File: config.mk
export PLATFORM = sky130hd
export DESIGN_NAME = boot_addr_gen
export DESIGN_NICKNAME = d
export VERILOG_FILES = /design/src/boot_addr_gen.sv
export VERILOG_INCLUDE_DIRS = /design/src
export SDC_FILE = /design/constraint.sdc
export NUM_CORES = 1
export LEC_CHECK = 0
export BUFFER_PORTS_ARGS = -buffer_cell sky130_fd_sc_hd__buf_2
export CAP_MARGIN = 10
export CORE_UTILIZATION = 45
export CTS_BUF_LIST = sky130_fd_sc_hd__clkbuf_16
export CTS_CLUSTER_DIAMETER = 100
export DETAILED_ROUTE_END_ITERATION = 6
export GPL_ROUTABILITY_DRIVEN = 0
export PLACE_DENSITY = 0.72
export SLEW_MARGIN = 20
export SYNTH_ARGS = -nofsm -noshare
export SYNTH_HDL_FRONTEND = slang
export SYNTH_SLANG_ARGS = --single-unit
File: constraint.sdc
create_clock -name clk -period 2.4 [get_ports clk]
set_input_delay 0.12 -clock clk [delete_from_list [all_inputs] [get_ports clk]]
set_output_delay 0.12 -clock clk [all_outputs]
set_load 0.05 [all_outputs]
File: src/cpu_macros.svh
// address and data widths, boot block geometry, data memory depth
`ifndef CPU_MACROS_SVH
`define CPU_MACROS_SVH

//////////////////////////////////////////////////
// bus widths
//////////////////////////////////////////////////
`define CPU_ADDR_W      16      // byte address, host and accel side
`define CPU_DATA_W      32      // one word

//////////////////////////////////////////////////
// line and block geometry
//////////////////////////////////////////////////
`define CPU_LINE_WORDS  16      // words per boot block and per accel line
`define CPU_LINE_W      512     // CPU_LINE_WORDS * CPU_DATA_W

`define CPU_DM_BLOCKS   17      // blocks fetched from the host at boot
`define CPU_DM_WORDS    16384   // 64 KB of data memory

`endif

File: src/boot_addr_gen.sv
// boot block base table, block counter and running word address
`timescale 1ns/1ps
`include "cpu_macros.svh"

module boot_addr_gen (
    input  logic                   clk,
    input  logic                   rst_n,
    input  logic                   set,         // load base + 4
    input  logic                   inc,         // step one word
    input  logic                   next_block,  // move to the next table entry
    output logic [`CPU_ADDR_W-1:0] block_addr,
    output logic [`CPU_ADDR_W-1:0] word_addr,
    output logic                   last_block
);

    localparam int cnt_w = $clog2(`CPU_DM_BLOCKS);

    //////////////////////////////////////////////////
    // block bases in fetch order
    //////////////////////////////////////////////////
    localparam logic [`CPU_ADDR_W-1:0] blk_base [0:`CPU_DM_BLOCKS-1] = '{
        16'h1000, 16'h1040, 16'h1100, 16'h1140,
        16'h2000, 16'h2040, 16'h2100, 16'h2140,
        16'h3000, 16'h3040, 16'h3100, 16'h3140,
        16'h4000, 16'h4040, 16'h4100, 16'h4140,
        16'h0100                                    // odd one out, fetched last
    };

    logic [cnt_w-1:0]       blk_cnt;
    logic [`CPU_ADDR_W-1:0] cur_addr;

    // block counter
    always_ff @(posedge clk or negedge rst_n) begin
        if (!rst_n) begin
            blk_cnt <= '0;
        end else if (next_block) begin
            blk_cnt <= blk_cnt + 1'b1;
        end
    end

    // first word goes to the base itself, so the stream starts one word in
    always_ff @(posedge clk or negedge rst_n) begin
        if (!rst_n) begin
            cur_addr <= '0;
        end else if (set) begin
            cur_addr <= blk_base[blk_cnt] + `CPU_ADDR_W'(4);
        end else if (inc) begin
            cur_addr <= cur_addr + `CPU_ADDR_W'(4);
        end
    end

    assign block_addr = blk_base[blk_cnt];
    assign word_addr  = cur_addr;
    assign last_block = (blk_cnt == cnt_w'(`CPU_DM_BLOCKS - 1));

endmodule

==> out/metrics.cfg <==
[detailed_routing]
first_pass_iters=4
via_count=843
avgRoutedWirePerCell_um=11.90
initialDrtViolationCount=17
via_per_inst=4.817
drc_errors=0
routed_wirelength_mm=2.082
ant_nets=0

[cts]
cts_sinks=19
numCtsBuffers=3
cts-root-buf=clkbuf_16
cts_tree=yes
cts.clk_slew.worst_paths_ps=50
cts.repair.resized=0
htree_levels=1
insertion_delay_ps=250
clk_path_buf_depth=2

[timing]
max_clock_freq_ghz=0.6219
setup_viol=0
rsz0062_at_grt=false
hold_violations=0
finalSetupTns_ps=0
final_max_slew_viol_count=0
period_share=0.6700
finalClockSkew_ps=2.558
setup_ws_ps=792.0
period_minus_slack_ps=1608

[yosys]
synth_xor_area_frac=0.1140
synth_cells=122
synth_top_family_by_area=simple AND/OR/NAND/NOR gates
ys_seq_area_frac=0.4126
synth-simple-area-share=0.2389
ys_warn_count=0
ys_types=27
yosys.area_share.adder=0.05429
syn_area_um2=1152
syn_area_per_cell_um2=9.446
synth_compound_area_frac=0.04343
synthMuxAreaShare=0.009772
synth-seq-cells=19

[grt]
grt_pass1_vias=780
grt_usage=0.1652
grt_pass1_wl_mm=3.353
grt-ovfl-total=0
grt_max_degree=24
grt_antenna_before_repair=0

[placed_design]
port_buffers=24
pre_cts_ws_ps=783.3
hpwl_mm=1.567
dpl.cell_count=170
placed_area_um2=1236

[worst_setup_path]
path_buf_inv=0
reg2reg_depth=6
cp.arrival_ps=1730
startpoint=word_addr[2]
worstSetupPathDepth=6
r2r-start=word_addr[2]
cpPeakStageDelay_ps=430
rr_endpoint=word_addr[14]
r2r_slack_ps=790
cpLargestDelayFamily=simple AND/OR/NAND/NOR gates
crit_end=word_addr[14]
path_cells=nor2b_1 -> ha_1 -> nand4b_1 -> nor4_2 -> xnor2_1 -> o21ai_1
crit_type=reg -> reg
start_kind=flip-flop
critPathCaptureType=flip-flop
cp.required_ps=2520
cp_slowest_cell=dfrtp_1
worstPathMaxFanout=4

[flow_run]
maxCapViolations=0

[pwr]
switchingPower_w=0.0008016
pwr-share-seq=0.328
power.internal_w=0.0008297
comb_power_share=0.469
power_density_nw_per_um2=1231
ir_worst_vdd_mv=0.7898
clkPwrFrac=0.203
swShare=0.4914
power_leakage_nw=0.6172

[min_path]
hold_path.class=in -> reg
whs_path_depth=2

[floorplanning]
die_w_um=52.61
die_h_um=52.61
ios=38
num_rows=17
die_area_um2=2767
initial_core_util=0.4970
core-area_um2=2318

[finish]
stdcell_count=175
antenna_cells=0
stdcell_area_um2=1325
postLayoutCoreUtil=0.5715
syn_to_final_growth_pct=14.98
fillers=222
drive_gt1_frac=0.2245
nets=158

[outcome]
outcome=complete, no violations

cell usage in the layout, fill, tap and decap left out, drive strengths merged:
master / instances
dfrtp: 19
nand3: 3
nand2b: 2
or2: 1
clkbuf: 3
nor2: 10
nand4b: 1
inv: 8
nand2: 12
conb: 13
nand3b: 1
buf: 24
nand4: 6
xor2: 3
mux2: 1
xnor2: 12
nor3: 3
ha: 5
dlygate4sd3: 1
nor4: 4
a21oi: 2
and3: 1
nor2b: 4
o21ai: 8
per-stage QoR:
step | hold WS [ps] | power, W
after global routing | 161.3 | 0.001733
final | 140.4 | 0.001631
after detailed placement | 86.04 | 0.001311
after floorplan | -175.6 | 0.001143
after CTS | 148.1 | 0.001650
after global placement | 79.13 | 0.001288
cell type report:
| class | count | area (µm²) | share of cell area |
|---|---|---|---|
| repair buffers | 25 | 130.1 | 0.09821 |
| clock buffers | 3 | 75.07 | 0.05666 |
| well taps | 28 | 35.03 | 0.02644 |
| multi-input cells | 92 | 579.3 | 0.4372 |
| flip-flops and latches | 19 | 475.5 | 0.3588 |
| inverters | 7 | 26.28 | 0.01983 |
| clock inverters | 1 | 3.754 | 0.002833 |
synthesized netlist by cell type:
| library cell | count | area, µm² |
|---|---|---|
| buf_4 | 13 | 97.59 |
| nand4_1 | 5 | 31.28 |
| ha_1 | 5 | 62.56 |
| dfrtp_1 | 19 | 475.5 |
| o21ai_0 | 6 | 30.03 |
| buf_6 | 1 | 11.26 |
| nand4b_1 | 1 | 8.760 |
| conb_1 | 1 | 3.750 |
| nor3_1 | 3 | 15.01 |
| a21oi_1 | 2 | 10.01 |
| xor2_1 | 3 | 26.28 |
| nand3_1 | 3 | 15.01 |
| nor2b_1 | 4 | 25.02 |
| and3_1 | 1 | 6.260 |
| nand2b_1 | 2 | 12.51 |
| nand4_4 | 1 | 21.27 |
| or2_2 | 1 | 6.260 |
| o21ai_1 | 2 | 10.01 |
| mux2_2 | 1 | 11.26 |
| xnor2_1 | 12 | 105.1 |
| nor4_1 | 1 | 6.260 |
| nand3b_1 | 1 | 7.510 |
| nor2_1 | 10 | 37.54 |
| nor4_2 | 3 | 37.54 |
| nand2_1 | 12 | 45.04 |
| inv_1 | 7 | 26.28 |
| clkbuf_1 | 2 | 7.510 |
kinds of logic after synthesis:
logic type,count (synthesis)
and+or+nand+nor,48
DFF,19
other,1
adders and majority gates,5
AOI/OAI and AO/OA,10
xor gates and xnor gates,15
muxes,1
buffers and inverters,23
worst min-delay path by stage:
stage                    start            end  slack, ps
detailed placement       rst_n  word_addr[15]         90
finish              next_block     blk_cnt[0]        140
global placement         rst_n  word_addr[15]         80
CTS                 next_block     blk_cnt[0]        150
global route        next_block     blk_cnt[0]        160
floorplan                rst_n     blk_cnt[0]       -180
per-layer routing:
layer / GRT usage / vias to the layer above / share of wire
li1: - / 427 / -
met1: 0.1903 / 392 / 0.44
met2: 0.3059 / 24 / 0.52
met3: 0.04348 / 0 / 0.049
met4: 0.02632 / 0 / 0
met5: 0 / - / 0
flip-flops by register name (all words and copies together), names as in the netlist:
register	cells
word_addr	14
blk_cnt	5
power groups by stage:
stage / Sequential (W) / Clock [W] / Combinational (W)
final: 0.000535 / 0.000331 / 0.000765
after global routing: 0.000553 / 0.000356 / 0.000824
after global placement: 0.000529 / 0 / 0.000759
after CTS: 0.000538 / 0.000338 / 0.000774
after detailed placement: 0.000543 / 0 / 0.000768
after floorplan: 0.000675 / 0 / 0.000468
repair_timing:
item                                    4_1_cts  5_1_grt
endpoints found under the setup margin        0        0
buffers inserted                              0        0
hold endpoints to repair                     19        0
hold buffers                                  1        0
Power figures use the tool's default switching activity.
