[config.mk]
export PLATFORM = sky130hd
export DESIGN_NAME = boot_loader
export DESIGN_NICKNAME = d
export VERILOG_FILES = /design/src/host_pkg.sv /design/src/mem_pkg.sv /design/src/boot_loader.sv
export VERILOG_INCLUDE_DIRS = /design/src
export SDC_FILE = /design/constraint.sdc
export NUM_CORES = 1
export LEC_CHECK = 0
export ABC_CLOCK_PERIOD_IN_PS = 5600
export BUFFER_PORTS_ARGS = -buffer_cell sky130_fd_sc_hd__buf_2
export CORE_ASPECT_RATIO = 0.5
export CORE_UTILIZATION = 26
export DETAILED_ROUTE_END_ITERATION = 10
export HOLD_SLACK_MARGIN = 0.06
export PLACE_DENSITY = 0.79
export SLEW_MARGIN = 20
export SYNTH_ARGS = -nofsm -noshare
export SYNTH_HDL_FRONTEND = slang
export SYNTH_SLANG_ARGS = --single-unit
[constraint.sdc]
create_clock -name clk -period 5.6 [get_ports clk]
set_input_delay 1.12 -clock clk [delete_from_list [all_inputs] [get_ports clk]]
set_output_delay 1.12 -clock clk [all_outputs]
set_load 0.01 [all_outputs]
[src/cpu_macros.svh]
// address and data widths, boot block geometry, data memory depth
`ifndef CPU_MACROS_SVH
`define CPU_MACROS_SVH

//////////////////////////////////////////////////
// bus widths
//////////////////////////////////////////////////
`define CPU_ADDR_W      16      // byte address, host and accel side
`define CPU_DATA_W      32      // one word

//////////////////////////////////////////////////
// line and block geometry
//////////////////////////////////////////////////
`define CPU_LINE_WORDS  16      // words per boot block and per accel line
`define CPU_LINE_W      512     // CPU_LINE_WORDS * CPU_DATA_W

`define CPU_DM_BLOCKS   17      // blocks fetched from the host at boot
`define CPU_DM_WORDS    16384   // 64 KB of data memory

`endif

[src/host_pkg.sv]
// host link types: operation enum, request and response structs
package host_pkg;

`include "cpu_macros.svh"

    // same codes as the host side expects
    typedef enum logic [1:0] {
        host_idle  = 2'b00,
        host_read  = 2'b01,
        host_write = 2'b11      // never issued here
    } host_op_t;

    // loader -> host
    typedef struct packed {
        host_op_t                op;
        logic [`CPU_ADDR_W-1:0]  addr;
    } host_req_t;

    // host -> loader, rd_valid marks the first word of a block
    typedef struct packed {
        logic                    rd_valid;
        logic                    tx_done;   // high with the last word
        logic [`CPU_DATA_W-1:0]  data;
    } host_rsp_t;

endpackage

[src/mem_pkg.sv]
// memory side types: boot FSM states, loader write port, accel request and response
package mem_pkg;

`include "cpu_macros.svh"

    typedef enum logic [1:0] {
        st_idle,        // waiting for host ready
        st_wait_block,  // read issued, waiting on rd_valid
        st_burst,       // streaming the rest of the block
        st_run          // fill complete
    } boot_state_t;

    // loader write into data memory
    typedef struct packed {
        logic                    en;
        logic [`CPU_ADDR_W-1:0]  addr;   // byte address
        logic [`CPU_DATA_W-1:0]  data;
    } dm_wr_t;

    typedef struct packed {
        logic                    wrt_en;
        logic                    rd_en;
        logic [`CPU_ADDR_W-1:0]  addr;
        logic [`CPU_DATA_W-1:0]  wrt_data;
    } accel_req_t;

    typedef struct packed {
        logic                    wrt_done;  // one cycle after the write
        logic                    rd_valid;  // one cycle after rd_en
        logic [`CPU_LINE_W-1:0]  rd_data;   // word i at bits 32i +: 32
    } accel_rsp_t;

endpackage

[src/boot_loader.sv]
// host transfer FSM that fills data memory block by block and flags boot done
`timescale 1ns/1ps
`include "cpu_macros.svh"

module boot_loader (
    input  logic                   clk,
    input  logic                   rst_n,
    input  logic                   ready,
    input  host_pkg::host_rsp_t    host_rsp,
    output host_pkg::host_req_t    host_req,
    input  logic [`CPU_ADDR_W-1:0] block_addr,
    input  logic [`CPU_ADDR_W-1:0] word_addr,
    input  logic                   last_block,
    output logic                   set,
    output logic                   inc,
    output logic                   next_block,
    output mem_pkg::dm_wr_t        dm_wr,
    output logic                   booted
);

    mem_pkg::boot_state_t state, state_nxt;

    //////////////////////////////////////////////////
    // state register
    //////////////////////////////////////////////////
    always_ff @(posedge clk or negedge rst_n) begin
        if (!rst_n) begin
            state <= mem_pkg::st_idle;
        end else begin
            state <= state_nxt;
        end
    end

    //////////////////////////////////////////////////
    // next state and outputs
    //////////////////////////////////////////////////
    always_comb begin
        state_nxt     = state;
        host_req.op   = host_pkg::host_idle;
        host_req.addr = '0;
        dm_wr.en      = 1'b0;
        dm_wr.addr    = '0;
        dm_wr.data    = host_rsp.data;     // host word always on the data lines
        set           = 1'b0;
        inc           = 1'b0;
        next_block    = 1'b0;

        case (state)
            mem_pkg::st_idle: begin
                if (ready) begin
                    state_nxt = mem_pkg::st_wait_block;
                end
            end

            mem_pkg::st_wait_block: begin
                host_req.op   = host_pkg::host_read;
                host_req.addr = block_addr;
                set           = 1'b1;       // keeps word_addr at base + 4
                if (host_rsp.rd_valid) begin
                    // first word lands on the block base
                    dm_wr.en   = 1'b1;
                    dm_wr.addr = block_addr;
                    state_nxt  = mem_pkg::st_burst;
                end
            end

            mem_pkg::st_burst: begin
                host_req.op   = host_pkg::host_read;
                host_req.addr = block_addr;
                dm_wr.en      = 1'b1;       // one word every cycle
                dm_wr.addr    = word_addr;
                inc           = 1'b1;
                if (host_rsp.tx_done) begin
                    if (last_block) begin
                        state_nxt = mem_pkg::st_run;
                    end else begin
                        next_block = 1'b1;
                        state_nxt  = mem_pkg::st_wait_block;
                    end
                end
            end

            mem_pkg::st_run: begin
                // boot finished, link stays idle
            end

            default: begin
                state_nxt = mem_pkg::st_idle;
            end
        endcase
    end

    assign booted = (state == mem_pkg::st_run);

endmodule

==> load_flow_metrics.sql <==
INSERT INTO impl_metrics (metric_group, metric, value, unit) VALUES
('run_status', 'run_status', 'finished, final reports clean', ''),
('place', 'placed_cells', '169', ''),
('cts', 'cts_made_buffers', '3', ''),
('synth', 'synth-simple-area-share', '19.3', '%'),
('grt', 'grt_first_pass_wirelength', '2480', 'µm'),
('setup_path', 'worst_ep_required_time', '4480', 'ps'),
('synth', 'yosys.area_share.adder', '11.1', '%'),
('cts', 'clock_pin_transition_on_the_worst_setup_and_hold_timing_paths', '30', 'ps'),
('synth', 'synth_seq_area_share', '6.32', '%'),
('detailed_routing', 'routed_via_density', '4.42', ''),
('cts', 'root_buffer', 'clkbuf_8', ''),
('min_path', 'worst_hold_path_type', 'primary input to asynchronous set/reset pin', ''),
('grt', 'all_layer_global_routing_usage', '10.3', '%'),
('detailed_routing', 'post_drt_wl_per_cell', '12.1', 'µm'),
('detailed_routing', 'detail_route.drc_violations', '0', ''),
('synth', 'syn-num-nets', '172', ''),
('cts', 'post_cts_resize_count', '0', ''),
('sta', 'timing.fmax', '0.292', 'GHz'),
('synth', 'synth_xor_area_share', '0', '%'),
('sta', 'grt_setup_unrepaired', 'false', ''),
('detailed_routing', 'detailed_routing_iteration_count_for_the_pre_antenna_repair_pass', '4', ''),
('detailed_routing', 'vias', '760', ''),
('finish', 'final_common_cell', 'buf_2', ''),
('finish', 'share_of_post_route_cells_with_drive_strength_above_1', '60.0', '%'),
('synth', 'syn_area_per_cell', '8.34', 'µm²'),
('sta', 'worstMarginPinSlew', '602', 'ps'),
('finish', 'synthesis_to_finish_area_growth', '22.3', '%'),
('cts', 'tritoncts_num_sinks', '2', ''),
('sta', 'setup-violations-final', '0', ''),
('finish', 'final_cells', '172', ''),
('setup_path', 'cp_data_arrival_time', '2310', 'ps'),
('cts', 'post-cts-setup-buffers', '0', ''),
('sta', 'final.period_utilization', '61.2', '%'),
('setup_path', 'criticalPathCategory', 'flip-flop to output port', ''),
('synth', 'netlist_instances', '95', ''),
('synth', 'top_post_synthesis_cells_by_area', 'buf_4 32%, a22o_1 18%, and2_1 14%, ha_1 11%, dfrtp_1 6.3%', ''),
('sta', 'finalClockSkew', '1.28', 'ps'),
('synth', 'synthesis.yosys.warnings', '0', ''),
('sta', 'report.final.slew_viol_count', '0', ''),
('synth', 'yosys.area.top_type_share', '32.2', '%'),
('synth', 'largest_family_of_logic_cells_by_synthesized_area', 'buffers and inverters', ''),
('die', 'io-pin-count', '141', ''),
('setup_path', 'crit_path_max_fanout', '20', ''),
('setup_path', 'critical_path.cell_chain', 'inv_1 > ha_1 > and2_1 > a22o_1 > buf_2', ''),
('detailed_routing', 'final_ant_viol_nets', '0', ''),
('flow_run', 'cap_violations', '0', ''),
('place', 'port_buffers', '75', ''),
('die', 'floorplan.initialDensity', '29.0', '%'),
('setup_path', 'start_kind', 'flip-flop', ''),
('sta', 'slew_headroom', '59.9', '%'),
('finish', 'largest_registers', 'state (2)', ''),
('place', 'place.gp.congestion', '0.724', ''),
('grt', 'gr-total-overflow', '0', ''),
('die', 'die_height', '41.0', 'µm'),
('setup_path', 'worst_setup_path_end_kind', 'output port', ''),
('cts', 'cts_hold_repair.buffers', '0', ''),
('finish', 'largest_register_ffs', '2', ''),
('cts', 'clkLatencyLatePin', '210', 'ps'),
('finish', 'largest-register', 'state', ''),
('place', 'dpl.hpwl', '1750', 'µm'),
('power_and_ir_drop', 'p_leak', '0.600', 'nW'),
('sta', 'minimum_clock_period_after_layout', '3430', 'ps'),
('sta', 'final.setup.tns', '0', 'ps'),
('grt', 'first_global_vias', '546', ''),
('power_and_ir_drop', 'p_per_area', '499', 'nW/µm²'),
('detailed_routing', 'postRouteWirelength', '2080', 'µm'),
('sta', 'worst_hold_slack', '687', 'ps'),
('synth', 'post_synth_mux_area_share', '2.53', '%'),
('sta', 'finalHoldViolations', '0', ''),
('power_and_ir_drop', 'ir_worst_vdd', '0.000137', 'V'),
('finish', 'final_cell_mix', '75 x buf_2, 18 x and2_1, 16 x a22o_1, 7 x ha_1', '');
==> metrics by stage <==
stage | power (W) | worst slack [ps] | utilization [%] | area [µm²]
2_1_floorplan | 0.000321 | 2740 | - | 792
3_3_place_gp | 0.000426 | 2440 | 33.9 | 927
3_5_place_dp | 0.000432 | 2370 | 33.9 | 927
4_1_cts | 0.000492 | 2150 | 35.4 | 968
5_1_grt | 0.000536 | 2000 | 35.4 | 968
6_report | 0.000484 | 2170 | 35.4 | 968
==> area by class of cell <==
cell class	count	area [µm²]
fillers	291	1760
multi-input cells	52	444
repair buffers	75	375
flip-flops and latches	2	50.0
well taps	37	46.3
clock buffers	3	41.3
inverters	3	11.3
==> routing by layer <==
metal,wire (µm),track usage [%]
met5,0,0
met4,2,4.91
met3,191,3.56
met2,1030,16.0
met1,857,13.1
==> worst max-delay path: cells and delay by family (launching register included) <==
kind                     cells  cell delay [ps]
adder cells (fa/ha/maj)      1              610
AND/OR/NAND/NOR              1              590
flip-flops                   1              400
AO/OA/AOI/OAI                1              250
buffers and inverters        2              240
==> final timing paths <==
check	endpoint	cells after the start	slack (ps)	startpoint
worst min register to register	state[1]	2	690	state[1]
worst max register to register	state[1]	5	4010	state[0]
worst min-delay path	state[0]	1	690	rst_n
min in group clk	state[1]	2	690	state[1]
max in group asynchronous	state[1]	1	4810	rst_n
worst max-delay path	dm_wr[44]	5	2170	state[0]
==> synth_stat cells <==
library cell / number
and2_1: 18
conb_1: 1
nand2_1: 1
and3b_2: 1
dfrtp_1: 2
nor2b_1: 2
inv_1: 3
buf_4: 34
mux2i_1: 2
clkbuf_1: 1
buf_6: 2
a22o_1: 16
a21oi_1: 1
clkbuf_2: 1
ha_1: 7
a21o_1: 1
nor2b_4: 1
a2111oi_4: 1
==> power by group <==
part           leakage, nW  internal [W]  total (W)  switching (W)
Combinational        0.554      0.000180   0.000397       0.000217
Sequential          0.0241     0.0000217  0.0000305     0.00000873
Clock               0.0216     0.0000454  0.0000560      0.0000107
Total                0.600      0.000247   0.000484       0.000237
==> kinds of logic (layout without fill, tap and decap cells) <==
kind of cell               count (synthesis)  in the layout
other                                      1              1
AOI/OAI and AO/OA                         19             19
adders and majority gates                  7              7
muxes                                      2              2
and+or+nand+nor                           23             23
buffers and inverters                     41             81
DFF                                        2              2
Note: power is estimated with default switching activity, not from simulation.
